File: src/logic/clockPkg.sv
package clockPkg;

  // Diagnostic function code of two octal digits
  localparam int funcWidth    = 6;
  localparam int readSelWidth = 3;  // Low octal digit
  localparam int nibbleWidth  = 4;

  localparam int rateWidth  = 2;
  localparam int divWidth   = 2 ** rateWidth - 1;  // Divides by up to 8
  localparam int timeWidth  = 2;
  localparam int burstWidth = 8;

  // Cycles from cycle abort to the forced trap
  localparam int pfForceDelay = 2;

  localparam logic [funcWidth-1:0] fnStop          = 6'o00;
  localparam logic [funcWidth-1:0] fnStart         = 6'o01;
  localparam logic [funcWidth-1:0] fnStep          = 6'o02;
  localparam logic [funcWidth-1:0] fnBurst         = 6'o05;
  localparam logic [funcWidth-1:0] fnLoadBurstLow  = 6'o42;
  localparam logic [funcWidth-1:0] fnLoadBurstHigh = 6'o43;
  localparam logic [funcWidth-1:0] fnLoadMode      = 6'o44;
  localparam logic [funcWidth-1:0] fnLoadCheck     = 6'o45;
  localparam logic [funcWidth-1:0] fnReadBase      = 6'(7'o100);

  typedef struct packed {
    logic [1:0]           sourceSel;  // Kept for readback
    logic [rateWidth-1:0] rateSel;
  } modeFields;

  typedef struct packed {
    logic fmParChk;
    logic cramParChk;
    logic errStopEn;
    logic spare;
  } checkFields;

  // One host nibble decoded per load function
  typedef union packed {
    logic [nibbleWidth-1:0] raw;
    modeFields              mode;
    checkFields             check;
  } ctlData;

endpackage

File: src/logic/diagFuncDecode.sv
`timescale 1ns/1ps

module diagFuncDecode (
  input  logic                               CLK,
  input  logic                               reset,
  input  logic                               diagReq,
  input  logic [clockPkg::funcWidth-1:0]     diagFunc,
  input  logic [clockPkg::nibbleWidth-1:0]   diagData,
  input  logic [clockPkg::nibbleWidth-1:0]   readValue,
  output logic                               diagAck,
  output logic [clockPkg::nibbleWidth-1:0]   readData,
  output logic [clockPkg::readSelWidth-1:0]  readSel,
  output logic [clockPkg::nibbleWidth-1:0]   loadValue,
  output logic                               startCmd,
  output logic                               stopCmd,
  output logic                               stepCmd,
  output logic                               burstCmd,
  output logic                               loadLow,
  output logic                               loadHigh,
  output logic                               loadMode,
  output logic                               loadCheck
);
  import clockPkg::*;

  logic accept;
  logic isRead;

  // New request only once the previous ack has dropped
  assign accept  = diagReq & ~diagAck;
  assign readSel = diagFunc[readSelWidth-1:0];
  assign isRead  = diagFunc[funcWidth-1:readSelWidth] == fnReadBase[funcWidth-1:readSelWidth];

  always_ff @(posedge CLK) begin
    if (reset) begin
      diagAck   <= 1'b0;
      startCmd  <= 1'b0;
      stopCmd   <= 1'b0;
      stepCmd   <= 1'b0;
      burstCmd  <= 1'b0;
      loadLow   <= 1'b0;
      loadHigh  <= 1'b0;
      loadMode  <= 1'b0;
      loadCheck <= 1'b0;
    end else begin
      diagAck   <= diagReq;  // Rises after req, falls after req drops
      startCmd  <= accept && diagFunc == fnStart;
      stopCmd   <= accept && diagFunc == fnStop;
      stepCmd   <= accept && diagFunc == fnStep;
      burstCmd  <= accept && diagFunc == fnBurst;
      loadLow   <= accept && diagFunc == fnLoadBurstLow;
      loadHigh  <= accept && diagFunc == fnLoadBurstHigh;
      loadMode  <= accept && diagFunc == fnLoadMode;
      loadCheck <= accept && diagFunc == fnLoadCheck;
    end
  end

  // Data held alongside the strobes
  always_ff @(posedge CLK) begin
    if (accept) begin
      loadValue <= diagData;
    end
    if (accept && isRead) begin
      readData <= readValue;
    end
  end

  ackNeedsReq: assert property (@(posedge CLK) disable iff (reset)
    $rose(diagAck) |-> diagReq);

endmodule

File: src/logic/clockGate.sv
`timescale 1ns/1ps

module clockGate (
  input  logic                             CLK,
  input  logic                             reset,
  input  logic                             startCmd,
  input  logic                             stopCmd,
  input  logic                             stepCmd,
  input  logic                             burstCmd,
  input  logic                             loadMode,
  input  logic [clockPkg::nibbleWidth-1:0] loadValue,
  input  logic                             burstZero,
  input  logic                             syncReady,
  input  logic                             holdoff,
  input  logic                             errorStop,
  output logic                             eboxClkEn,
  output logic                             rateTick,
  output logic                             running,
  output logic                             bursting,
  output logic [clockPkg::nibbleWidth-1:0] modeBits
);
  import clockPkg::*;

  ctlData              modeReg;
  logic [divWidth-1:0] divCnt;
  logic [divWidth-1:0] rateMask;
  logic                stepPending;
  logic                wantTick;
  logic                tickNext;

  // One rate tick every 2^rateSel cycles
  assign rateMask = (divWidth'(1) << modeReg.mode.rateSel) - divWidth'(1);
  assign rateTick = (divCnt & rateMask) == rateMask;

  assign wantTick = (((running | (bursting & ~burstZero)) & ~errorStop) | stepPending) & ~stopCmd;
  assign tickNext = rateTick & wantTick & syncReady & ~holdoff;
  assign modeBits = modeReg.raw;

  always_ff @(posedge CLK) begin
    if (reset) begin
      divCnt      <= '0;
      modeReg.raw <= '0;
      eboxClkEn   <= 1'b0;
      running     <= 1'b0;
      bursting    <= 1'b0;
      stepPending <= 1'b0;
    end else begin
      divCnt    <= divCnt + divWidth'(1);
      eboxClkEn <= tickNext;
      if (loadMode) modeReg.raw <= loadValue;

      if (startCmd) begin  // Also restarts after an error stop
        running  <= 1'b1;
        bursting <= 1'b0;
      end else if (errorStop || stopCmd) begin
        running  <= 1'b0;
        bursting <= 1'b0;
      end else if (burstCmd) begin
        running  <= 1'b0;
        bursting <= 1'b1;
      end else if (bursting && burstZero) begin
        bursting <= 1'b0;
      end

      if (stopCmd) stepPending <= 1'b0;
      else if (stepCmd) stepPending <= 1'b1;
      else if (tickNext) stepPending <= 1'b0;  // Step consumed
    end
  end

  noTickAfterHoldoff: assert property (@(posedge CLK) disable iff (reset)
    holdoff |=> !eboxClkEn);

endmodule

File: src/logic/burstCounter.sv
`timescale 1ns/1ps

module burstCounter (
  input  logic                             CLK,
  input  logic                             reset,
  input  logic                             loadLow,
  input  logic                             loadHigh,
  input  logic [clockPkg::nibbleWidth-1:0] loadValue,
  input  logic                             bursting,
  input  logic                             eboxClkEn,
  output logic [clockPkg::burstWidth-1:0]  burstCount,
  output logic                             burstZero
);
  import clockPkg::*;

  logic                  countDown;
  logic [burstWidth-1:0] countNext;

  assign countDown = bursting & eboxClkEn & (burstCount != '0);

  always_comb begin
    countNext = burstCount;
    if (countDown) begin
      countNext = burstCount - burstWidth'(1);
    end
  end

  // Looks ahead past the tick in flight
  assign burstZero = countNext == '0;

  always_ff @(posedge CLK) begin
    if (reset) begin
      burstCount <= '0;
    end else if (loadLow) begin
      burstCount[nibbleWidth-1:0] <= loadValue;
    end else if (loadHigh) begin
      burstCount[burstWidth-1:nibbleWidth] <= loadValue;
    end else begin
      burstCount <= countNext;
    end
  end

  // Clock gate stops short of an empty counter
  noUnderflow: assert property (@(posedge CLK) disable iff (reset)
    bursting && eboxClkEn |-> burstCount != '0);

endmodule

File: src/logic/syncTimer.sv
`timescale 1ns/1ps

module syncTimer (
  input  logic                           CLK,
  input  logic                           reset,
  input  logic [clockPkg::timeWidth-1:0] cramTime,
  input  logic                           eboxClkEn,
  input  logic                           rateTick,
  output logic                           syncReady
);
  import clockPkg::*;

  logic [timeWidth-1:0] waitCnt;
  logic [timeWidth-1:0] waitEff;

  // A tick reloads the time field in its own cycle
  assign waitEff   = eboxClkEn ? cramTime : waitCnt;
  assign syncReady = waitEff == '0;

  always_ff @(posedge CLK) begin
    if (reset) begin
      waitCnt <= '0;
    end else if (rateTick && !syncReady) begin
      waitCnt <= waitEff - timeWidth'(1);
    end else begin
      waitCnt <= waitEff;
    end
  end

endmodule

File: src/logic/faultCtl.sv
`timescale 1ns/1ps

module faultCtl (
  input  logic                             CLK,
  input  logic                             reset,
  input  logic                             pageFail,
  input  logic                             parityErr,
  input  logic                             eboxClkEn,
  input  logic                             loadCheck,
  input  logic [clockPkg::nibbleWidth-1:0] loadValue,
  input  logic                             startCmd,
  output logic                             eboxCycAbort,
  output logic                             force1777,
  output logic                             holdoff,
  output logic                             errorStop,
  output logic [clockPkg::nibbleWidth-1:0] checkBits,
  output logic                             parityLatched
);
  import clockPkg::*;

  ctlData                  checkReg;
  logic                    pfHit;
  logic                    parityCheck;
  logic [pfForceDelay-1:0] pfDelay;

  assign pfHit       = pageFail & eboxClkEn;  // Fail only counts on a tick
  assign parityCheck = checkReg.check.fmParChk | checkReg.check.cramParChk;

  // Trap fires at the end of the delay chain
  assign force1777 = pfDelay[pfForceDelay-1];
  assign holdoff   = pfHit | eboxCycAbort | (|pfDelay);

  assign errorStop = parityLatched & checkReg.check.errStopEn;
  assign checkBits = checkReg.raw;

  always_ff @(posedge CLK) begin
    if (reset) begin
      eboxCycAbort <= 1'b0;
      pfDelay      <= '0;
    end else begin
      eboxCycAbort <= pfHit;
      pfDelay      <= (pfDelay << 1) | pfForceDelay'(eboxCycAbort);
    end
  end

  always_ff @(posedge CLK) begin
    if (reset) begin
      checkReg.raw  <= '0;
      parityLatched <= 1'b0;
    end else begin
      if (loadCheck) checkReg.raw <= loadValue;

      if (startCmd) begin
        parityLatched <= 1'b0;
      end else if (parityErr && parityCheck) begin
        parityLatched <= 1'b1;  // Held until the next start
      end
    end
  end

endmodule

File: src/logic/diagReadMux.sv
`timescale 1ns/1ps

module diagReadMux (
  input  logic [clockPkg::readSelWidth-1:0] readSel,
  input  logic [clockPkg::burstWidth-1:0]   burstCount,
  input  logic [clockPkg::nibbleWidth-1:0]  modeBits,
  input  logic [clockPkg::nibbleWidth-1:0]  checkBits,
  input  logic                              running,
  input  logic                              bursting,
  input  logic                              errorStop,
  input  logic                              parityLatched,
  input  logic                              force1777,
  input  logic                              eboxClkEn,
  output logic [clockPkg::nibbleWidth-1:0]  readValue
);
  import clockPkg::*;

  always_comb begin
    case (readSel)
      3'd0: readValue = burstCount[nibbleWidth-1:0];
      3'd1: readValue = burstCount[burstWidth-1:nibbleWidth];
      3'd2: readValue = {running, bursting, errorStop, parityLatched};
      3'd3: readValue = modeBits;   // Raw with both fields
      3'd4: readValue = checkBits;
      3'd5: readValue = {eboxClkEn, force1777, 2'b00};
      default: readValue = '0;
    endcase
  end

endmodule

File: src/logic/clockCtl.sv
`timescale 1ns/1ps

module clockCtl (
  input  logic                             CLK,
  input  logic                             reset,
  input  logic                             diagReq,
  input  logic [clockPkg::funcWidth-1:0]   diagFunc,
  input  logic [clockPkg::nibbleWidth-1:0] diagData,
  input  logic [clockPkg::timeWidth-1:0]   cramTime,
  input  logic                             pageFail,
  input  logic                             parityErr,
  output logic                             diagAck,
  output logic [clockPkg::nibbleWidth-1:0] readData,
  output logic                             eboxClkEn,
  output logic                             eboxCycAbort,
  output logic                             force1777,
  output logic                             errorStop
);
  import clockPkg::*;

  logic [readSelWidth-1:0] readSel;
  logic [nibbleWidth-1:0]  readValue;
  logic [nibbleWidth-1:0]  loadValue;
  logic [nibbleWidth-1:0]  modeBits;
  logic [nibbleWidth-1:0]  checkBits;
  logic [burstWidth-1:0]   burstCount;
  logic startCmd, stopCmd, stepCmd, burstCmd;
  logic loadLow, loadHigh, loadMode, loadCheck;
  logic burstZero, syncReady, holdoff, rateTick;
  logic running, bursting, parityLatched;

  diagFuncDecode u_diagFuncDecode (
    .CLK, .reset, .diagReq, .diagFunc, .diagData, .readValue,
    .diagAck, .readData, .readSel, .loadValue,
    .startCmd, .stopCmd, .stepCmd, .burstCmd,
    .loadLow, .loadHigh, .loadMode, .loadCheck
  );

  clockGate u_clockGate (
    .CLK, .reset, .startCmd, .stopCmd, .stepCmd, .burstCmd, .loadMode, .loadValue,
    .burstZero, .syncReady, .holdoff, .errorStop,
    .eboxClkEn, .rateTick, .running, .bursting, .modeBits
  );

  burstCounter u_burstCounter (
    .CLK, .reset, .loadLow, .loadHigh, .loadValue, .bursting, .eboxClkEn,
    .burstCount, .burstZero
  );

  syncTimer u_syncTimer (
    .CLK, .reset, .cramTime, .eboxClkEn, .rateTick, .syncReady
  );

  faultCtl u_faultCtl (
    .CLK, .reset, .pageFail, .parityErr, .eboxClkEn, .loadCheck, .loadValue, .startCmd,
    .eboxCycAbort, .force1777, .holdoff, .errorStop, .checkBits, .parityLatched
  );

  diagReadMux u_diagReadMux (
    .readSel, .burstCount, .modeBits, .checkBits, .running, .bursting,
    .errorStop, .parityLatched, .force1777, .eboxClkEn, .readValue
  );

endmodule

File: config.mk
export PLATFORM = sky130hd
export DESIGN_NAME = clockCtl
export DESIGN_NICKNAME = d
export VERILOG_FILES = /design/src/logic/clockPkg.sv /design/src/logic/diagFuncDecode.sv /design/src/logic/clockGate.sv /design/src/logic/burstCounter.sv /design/src/logic/syncTimer.sv /design/src/logic/faultCtl.sv /design/src/logic/diagReadMux.sv /design/src/logic/clockCtl.sv
export SDC_FILE = /design/constraint.sdc
export NUM_CORES = 1
export LEC_CHECK = 0
export CORE_MARGIN = 3
export CORE_UTILIZATION = 35
export CTS_CLUSTER_SIZE = 16
export DETAILED_ROUTE_END_ITERATION = 12
export DONT_BUFFER_PORTS = 1
export GPL_TIMING_DRIVEN = 1
export PLACE_DENSITY_LB_ADDON = 0.2
export SKIP_CTS_REPAIR_TIMING = 1
export SYNTH_ARGS = -nofsm -noshare
export SYNTH_HDL_FRONTEND = slang
export SYNTH_SLANG_ARGS = --single-unit
File: constraint.sdc
create_clock -name CLK -period 4 [get_ports CLK]
set_input_delay 0.4 -clock CLK [delete_from_list [all_inputs] [get_ports CLK]]
set_output_delay 0.4 -clock CLK [all_outputs]
set_load 0.01 [all_outputs]
== Word level (Yosys, flattened, before mapping) ==
Cells that the tools add are included.

* Flip-flop bits (word level): 46
* Bits of input ports: 17
* Output and inout port bits: 9
* Word-level logic and storage cells: 107

* Add/sub/neg operators: 4
* Equality and inequality tests: 14
* Shifts and indexed selects: 1
* Muxes and demuxes: 14
* Bitwise logic cells: 23
* Reductions and logical operators: 27

{| class="wikitable"
|+ Operator list
! cell !! count
|-
| $eq A6 B6 Y1 const B || 4
|-
| $pmux W4 S6 || 1
|-
| $logic_and A1 B1 Y1 || 12
|-
| $mux W4 || 3
|-
| $and A1 B1 Y1 || 11
|-
| $logic_not A8 Y1 || 1
|-
| $mux W8 || 1
|-
| $reduce_bool A8 Y1 || 1
|-
| $sub A8 B1 Y8 const B || 1
|-
| $mux W1 || 7
|-
| $eq A3 B2 Y1 const B || 2
|-
| $eq A3 B3 Y1 const B || 2
|-
| $eq A6 B1 Y1 const B || 1
|-
| $eq A6 B2 Y1 const B || 1
|-
| $eq A6 B3 Y1 const B || 1
|-
| $logic_not A3 Y1 || 2
|-
| $logic_not A6 Y1 || 1
|-
| $reduce_or A2 Y1 || 3
|-
| $not A1 Y1 || 5
|-
| $or A1 B1 Y1 || 5
|-
| $mux W2 || 2
|-
| $reduce_bool A2 Y1 || 2
|-
| $add A3 B1 Y3 const B || 1
|-
| $and A3 B3 Y3 || 1
|-
| 12 further kinds || 12
|}

== Longest topological paths before layout ==
* Depth after elaboration: 15
* Mapped depth: 8
* Depth with buffers taken out: 7

== Hierarchy ==
Synthesis repeated with hierarchy kept, for this count alone.

* Cells, all modules: 230
* Area, all modules: 2296.0 um^2

{| class="wikitable"
|+ Modules (own cells, without submodules)
! module !! times used !! cells each !! area each (um^2)
|-
| burstCounter || 1 || 81 || 646.9
|-
| diagFuncDecode || 1 || 40 || 619.3
|-
| clockGate || 1 || 47 || 434.2
|-
| faultCtl || 1 || 27 || 271.5
|-
| diagReadMux || 1 || 24 || 212.7
|-
| syncTimer || 1 || 11 || 111.4
|}

== Worst setup path before layout ==
No wires, ideal clock.

* Path kind: register to register
* From: reg u_clockGate.eboxClkEn
* To: reg u_clockGate.eboxClkEn
* Data arrival time: 2.189 ns
* Slack: 1.741 ns
* Cell stages (with the launch flop): 9
* Cell sequence: dfxtp_1 -> clkbuf_1 -> mux2i_1 -> ha_1 -> nor4b_1 -> nand2_1 -> or3_1 -> or4_1 -> a21oi_1

* Cells in the longest elaborated chain, start to end: 13

{| class="wikitable"
|+ Ends and longest elaborated chain
! element !! RTL line !! text
|-
| start, declared || clockGate.sv:16 || <nowiki>output logic eboxClkEn,</nowiki>
|-
| start signal, assigned || clockGate.sv:49 || <nowiki>eboxClkEn <= tickNext;</nowiki>
|-
| $and A1 B1 Y1 (2 in a row) || burstCounter.sv:19 || <nowiki>assign countDown = bursting & eboxClkEn & (burstCount != '0);</nowiki>
|-
| $mux W8 || burstCounter.sv:23 || <nowiki>if (countDown) begin</nowiki>
|-
| $logic_not A8 Y1 || burstCounter.sv:29 || <nowiki>assign burstZero = countNext == '0;</nowiki>
|-
| $not A1 Y1 || clockGate.sv:35 || <nowiki>assign wantTick = (((running | (bursting & ~burstZero)) & ~errorStop) | stepPending) & ~stopCmd;</nowiki>
|-
| $and A1 B1 Y1 || clockGate.sv:35 ||
|-
| $or A1 B1 Y1 || clockGate.sv:35 ||
|-
| $and A1 B1 Y1 || clockGate.sv:35 ||
|-
| $or A1 B1 Y1 || clockGate.sv:35 ||
|-
| $and A1 B1 Y1 || clockGate.sv:35 ||
|-
| $and A1 B1 Y1 (2 in a row) || clockGate.sv:36 || <nowiki>assign tickNext = rateTick & wantTick & syncReady & ~holdoff;</nowiki>
|-
| $and A1 B1 Y1 (*) || clockGate.sv:36 ||
|}

Mark *: on every way between the ends. The rest lies on a longest branch, timed or not.
A chain may end at the register's enable or synchronous reset.

== Worst setup path in the final report ==
Same ends and word-level chain as after synthesis.

==> results by group <==
Floorplanning
  • Initial Util: 36.8%
  • Core ar.: 6060 um2
  • Die X: 85.9 um
  • # IOs: 26
  • Die H: 85.9 um
  • Die area: 7380 um2
  • Row count: 28

Pwr
  • Net switching share of the total power: 23.5%
  • Power per Cell Area: 359 nW/um2
  • VDD IR-drop max: 0.196 mV
  • P_sw: 0.197 mW
  • Logic pwr share: 8.0%
  • Fraction of power consumed by the clock network: 33.2%
  • Total power: 0.839 mW
  • Leakage: 0.789 nW
  • Int Pwr: 0.642 mW
  • Reg power frac: 58.9%

STA
  • Setup-failing EPs final: 0
  • Least-Margin Pin Slew: 0.585 ns
  • RSZ-0062 raised after global routing: false
  • Fin. Hold Viols: 0
  • Hold_ws: 0.162 ns
  • FMAX: 0.431 GHz
  • Max_slew headroom: 60.9%
  • Post-layout min period: 2.32 ns
  • Tcrit/Tclk final: 58.0%
  • Worst setup margin: 1.68 ns
  • Setup TNS: 0 ns
  • Slew Limit Fails: 0
  • Clk_skew: 0.00480 ns

Worst setup path
  • Worst r2r src: u_clockGate.eboxClkEn$_SDFF_PP0_
  • Crit Path Class: reg2reg
  • Worst Setup SP: u_clockGate.eboxClkEn$_SDFF_PP0_
  • R2R depth: 7
  • Critical Path AT: 2.55 ns
  • Crit Path Max Fanout: 7
  • CP Data Required Time: 4.23 ns
  • Crit. End Element: flip-flop
  • Startpoint types: flip-flop

Synthesis
  • Post-Syn Nets: 267
  • Area leader, netlist: dfxtp_1
  • Post-synthesis sequential area ratio: 44.8%
  • Flops & latches, synth: 46
  • Post-synth cell types: 50
  • Post-Syn Instances: 246
  • Syn Std Cell Area: 2230 um2
  • Top-count cell post-synth: dfxtp_1
  • Yosys top cell area share: 34.1%
  • Main flop type after synthesis: dfxtp_1
  • Largest cells by area after synthesis: dfxtp_1 (34%), edfxtp_1 (11%), mux2i_1 (7.2%), nor2_1 (5.5%), a21oi_1 (3.4%)
  • Yosys Warn Count: 0
  • Syn avg cell area: 9.08 um2
  • Post-synth EDFFs: 8
  • Post-synth ARST share: 0%
  • Most frequent cells after synthesis: dfxtp_1 (38), nor2_1 (33), nand2_1 (18)

Clock tree
  • Clock latency on the worst-skew pair: 0.30 ns
  • H-tree level count: 2
  • Clock tree buffer depth: 2
  • Root Driver: clkbuf_8
  • Clk sinks: 46
  • CTS buffer count: 5
  • Reg clk slew, reported paths: 0.08 ns
  • CTS tree: yes

Place
  • Post-place setup slack: 1.67 ns
  • DP Wirelength: 3.64 mm
  • Input/output buffers: 0
  • Placed inst area: 2250 um2
  • Routability cong.: 0.804
  • Placed cells: 302

Global routing
  • Global Route Usage Sum: 14.5%
  • Total gr overflow: 0
  • Pin count of the biggest net entering global routing: 33
  • Antenna violations before repair: 0
  • First-pass GRT wire length: 8.38 mm
  • Vias in the first global route: 1660

Cells and area
  • Final instance area: 2340 um2
  • Share of layout cells above drive strength 1: 7.23%
  • P&R area growth vs syn: 4.82%
  • Antenna diode count: 0
  • Final Core Density: 38.6%
  • Non-filler cells, final: 310
  • Count of nets after finishing: 255

Worst hold path
  • Min-Delay Path Depth: 1
  • Hold Path Origin: reset
  • Hold Crit Class: in2reg

Routing
  • Initial DRT Pass Iterations: 4
  • DRT antenna net count: 0
  • Post-route DRC: 0
  • Wire length per cell: 16.0 um
  • Vias: 1625
  • DRT iter0 DRCs: 111
  • Routed wire length: 4.95 mm
  • Drt via density: 5.24

Run status
  • Run status: finished clean

Flow run
  • Max Cap Violations: 0
==> layer usage <==
metal	up-vias	GRT usage, %	wire length [um]
met4	0	3.88	53
met1	748	19.2	2260
met2	36	23.4	2360
met3	6	3.94	274
met5	-	0	0
li1	835	-	-
==> power by group through the flow <==
| stage | clock, mW | combinational, mW | sequential (mW) |
|---|---|---|---|
| after CTS | 0.290 | 0.0680 | 0.494 |
| after detailed placement | 0 | 0.0663 | 0.505 |
| final | 0.278 | 0.0668 | 0.494 |
| after global routing | 0.312 | 0.0784 | 0.496 |
| after floorplan | 0 | 0.0653 | 0.501 |
| after global placement | 0 | 0.0656 | 0.505 |
==> registers in the layout, indices dropped and copies added (netlist names) <==
register	count
u_faultCtl.pfDelay	2
u_diagFuncDecode.startCmd	1
u_clockGate.modeBits	4
u_diagFuncDecode.stopCmd	1
u_faultCtl.parityLatched	1
u_clockGate.divCnt	3
u_diagFuncDecode.loadLow	1
u_syncTimer.waitCnt	2
u_faultCtl.checkBits	4
u_clockGate.bursting	1
u_diagFuncDecode.diagAck	1
u_diagFuncDecode.loadHigh	1
u_clockGate.stepPending	1
u_clockGate.running	1
u_diagFuncDecode.burstCmd	1
u_diagFuncDecode.readData	4
u_diagFuncDecode.loadCheck	1
u_burstCounter.burstCount	8
u_clockGate.eboxClkEn	1
u_diagFuncDecode.loadMode	1
u_faultCtl.eboxCycAbort	1
u_diagFuncDecode.loadValue	4
u_diagFuncDecode.stepCmd	1
==> critical path, cell delays in order (launching register included) <==
cell	delay, ns
dfxtp_1	0.53
mux2i_1	0.32
ha_1	0.21
nor4b_1	0.22
nand2_1	0.07
or3_1	0.32
or4_1	0.46
a21oi_1	0.12
==> cell families (layout without fill, tap and decap cells) <==
kind of cell	count (synthesis)	after routing	synth area share, %
buf+inv	29	18	4.93
flops	46	46	44.8
mux	21	21	10.4
simple gates	98	98	22.4
fa+ha+maj	4	4	2.24
xor+xnor	4	4	1.57
compound gates	44	44	13.7
==> layout by cell type, fill, tap and decap left out, types with 3 or more instances in the layout <==
master	count
xnor2_1	3
clkbuf_8	5
a211oi_1	3
inv_1	9
nor2b_1	8
dfxtp_1	38
mux2i_1	16
nor3_1	10
nor4_1	5
nor2_1	33
a21oi_1	15
nand2_1	18
o211ai_1	4
mux2_2	3
or3_1	3
ha_1	4
o21ai_0	4
nand2b_1	5
a21boi_0	3
edfxtp_1	8
==> final cells by class <==
class                           count  area (um2)
Clock buffer                        6        72.6
Clock inverter                      2        13.8
Fill cell                         634        3720
Inverter                           10        37.5
Multi-Input combinational cell    171        1120
Sequential cell                    46        1000
Tap cell                           75        93.8
==> worst paths after layout <==
kind                                               to  slack, ns
setup reg to reg     u_clockGate.eboxClkEn$_SDFF_PP0_       1.68
hold / removal    u_diagFuncDecode.diagAck$_SDFF_PP0_       0.16
hold reg to reg      u_clockGate.divCnt[0]$_SDFF_PP0_       0.47
setup / recovery     u_clockGate.eboxClkEn$_SDFF_PP0_       1.68
(Power assumes the default switching activity.)
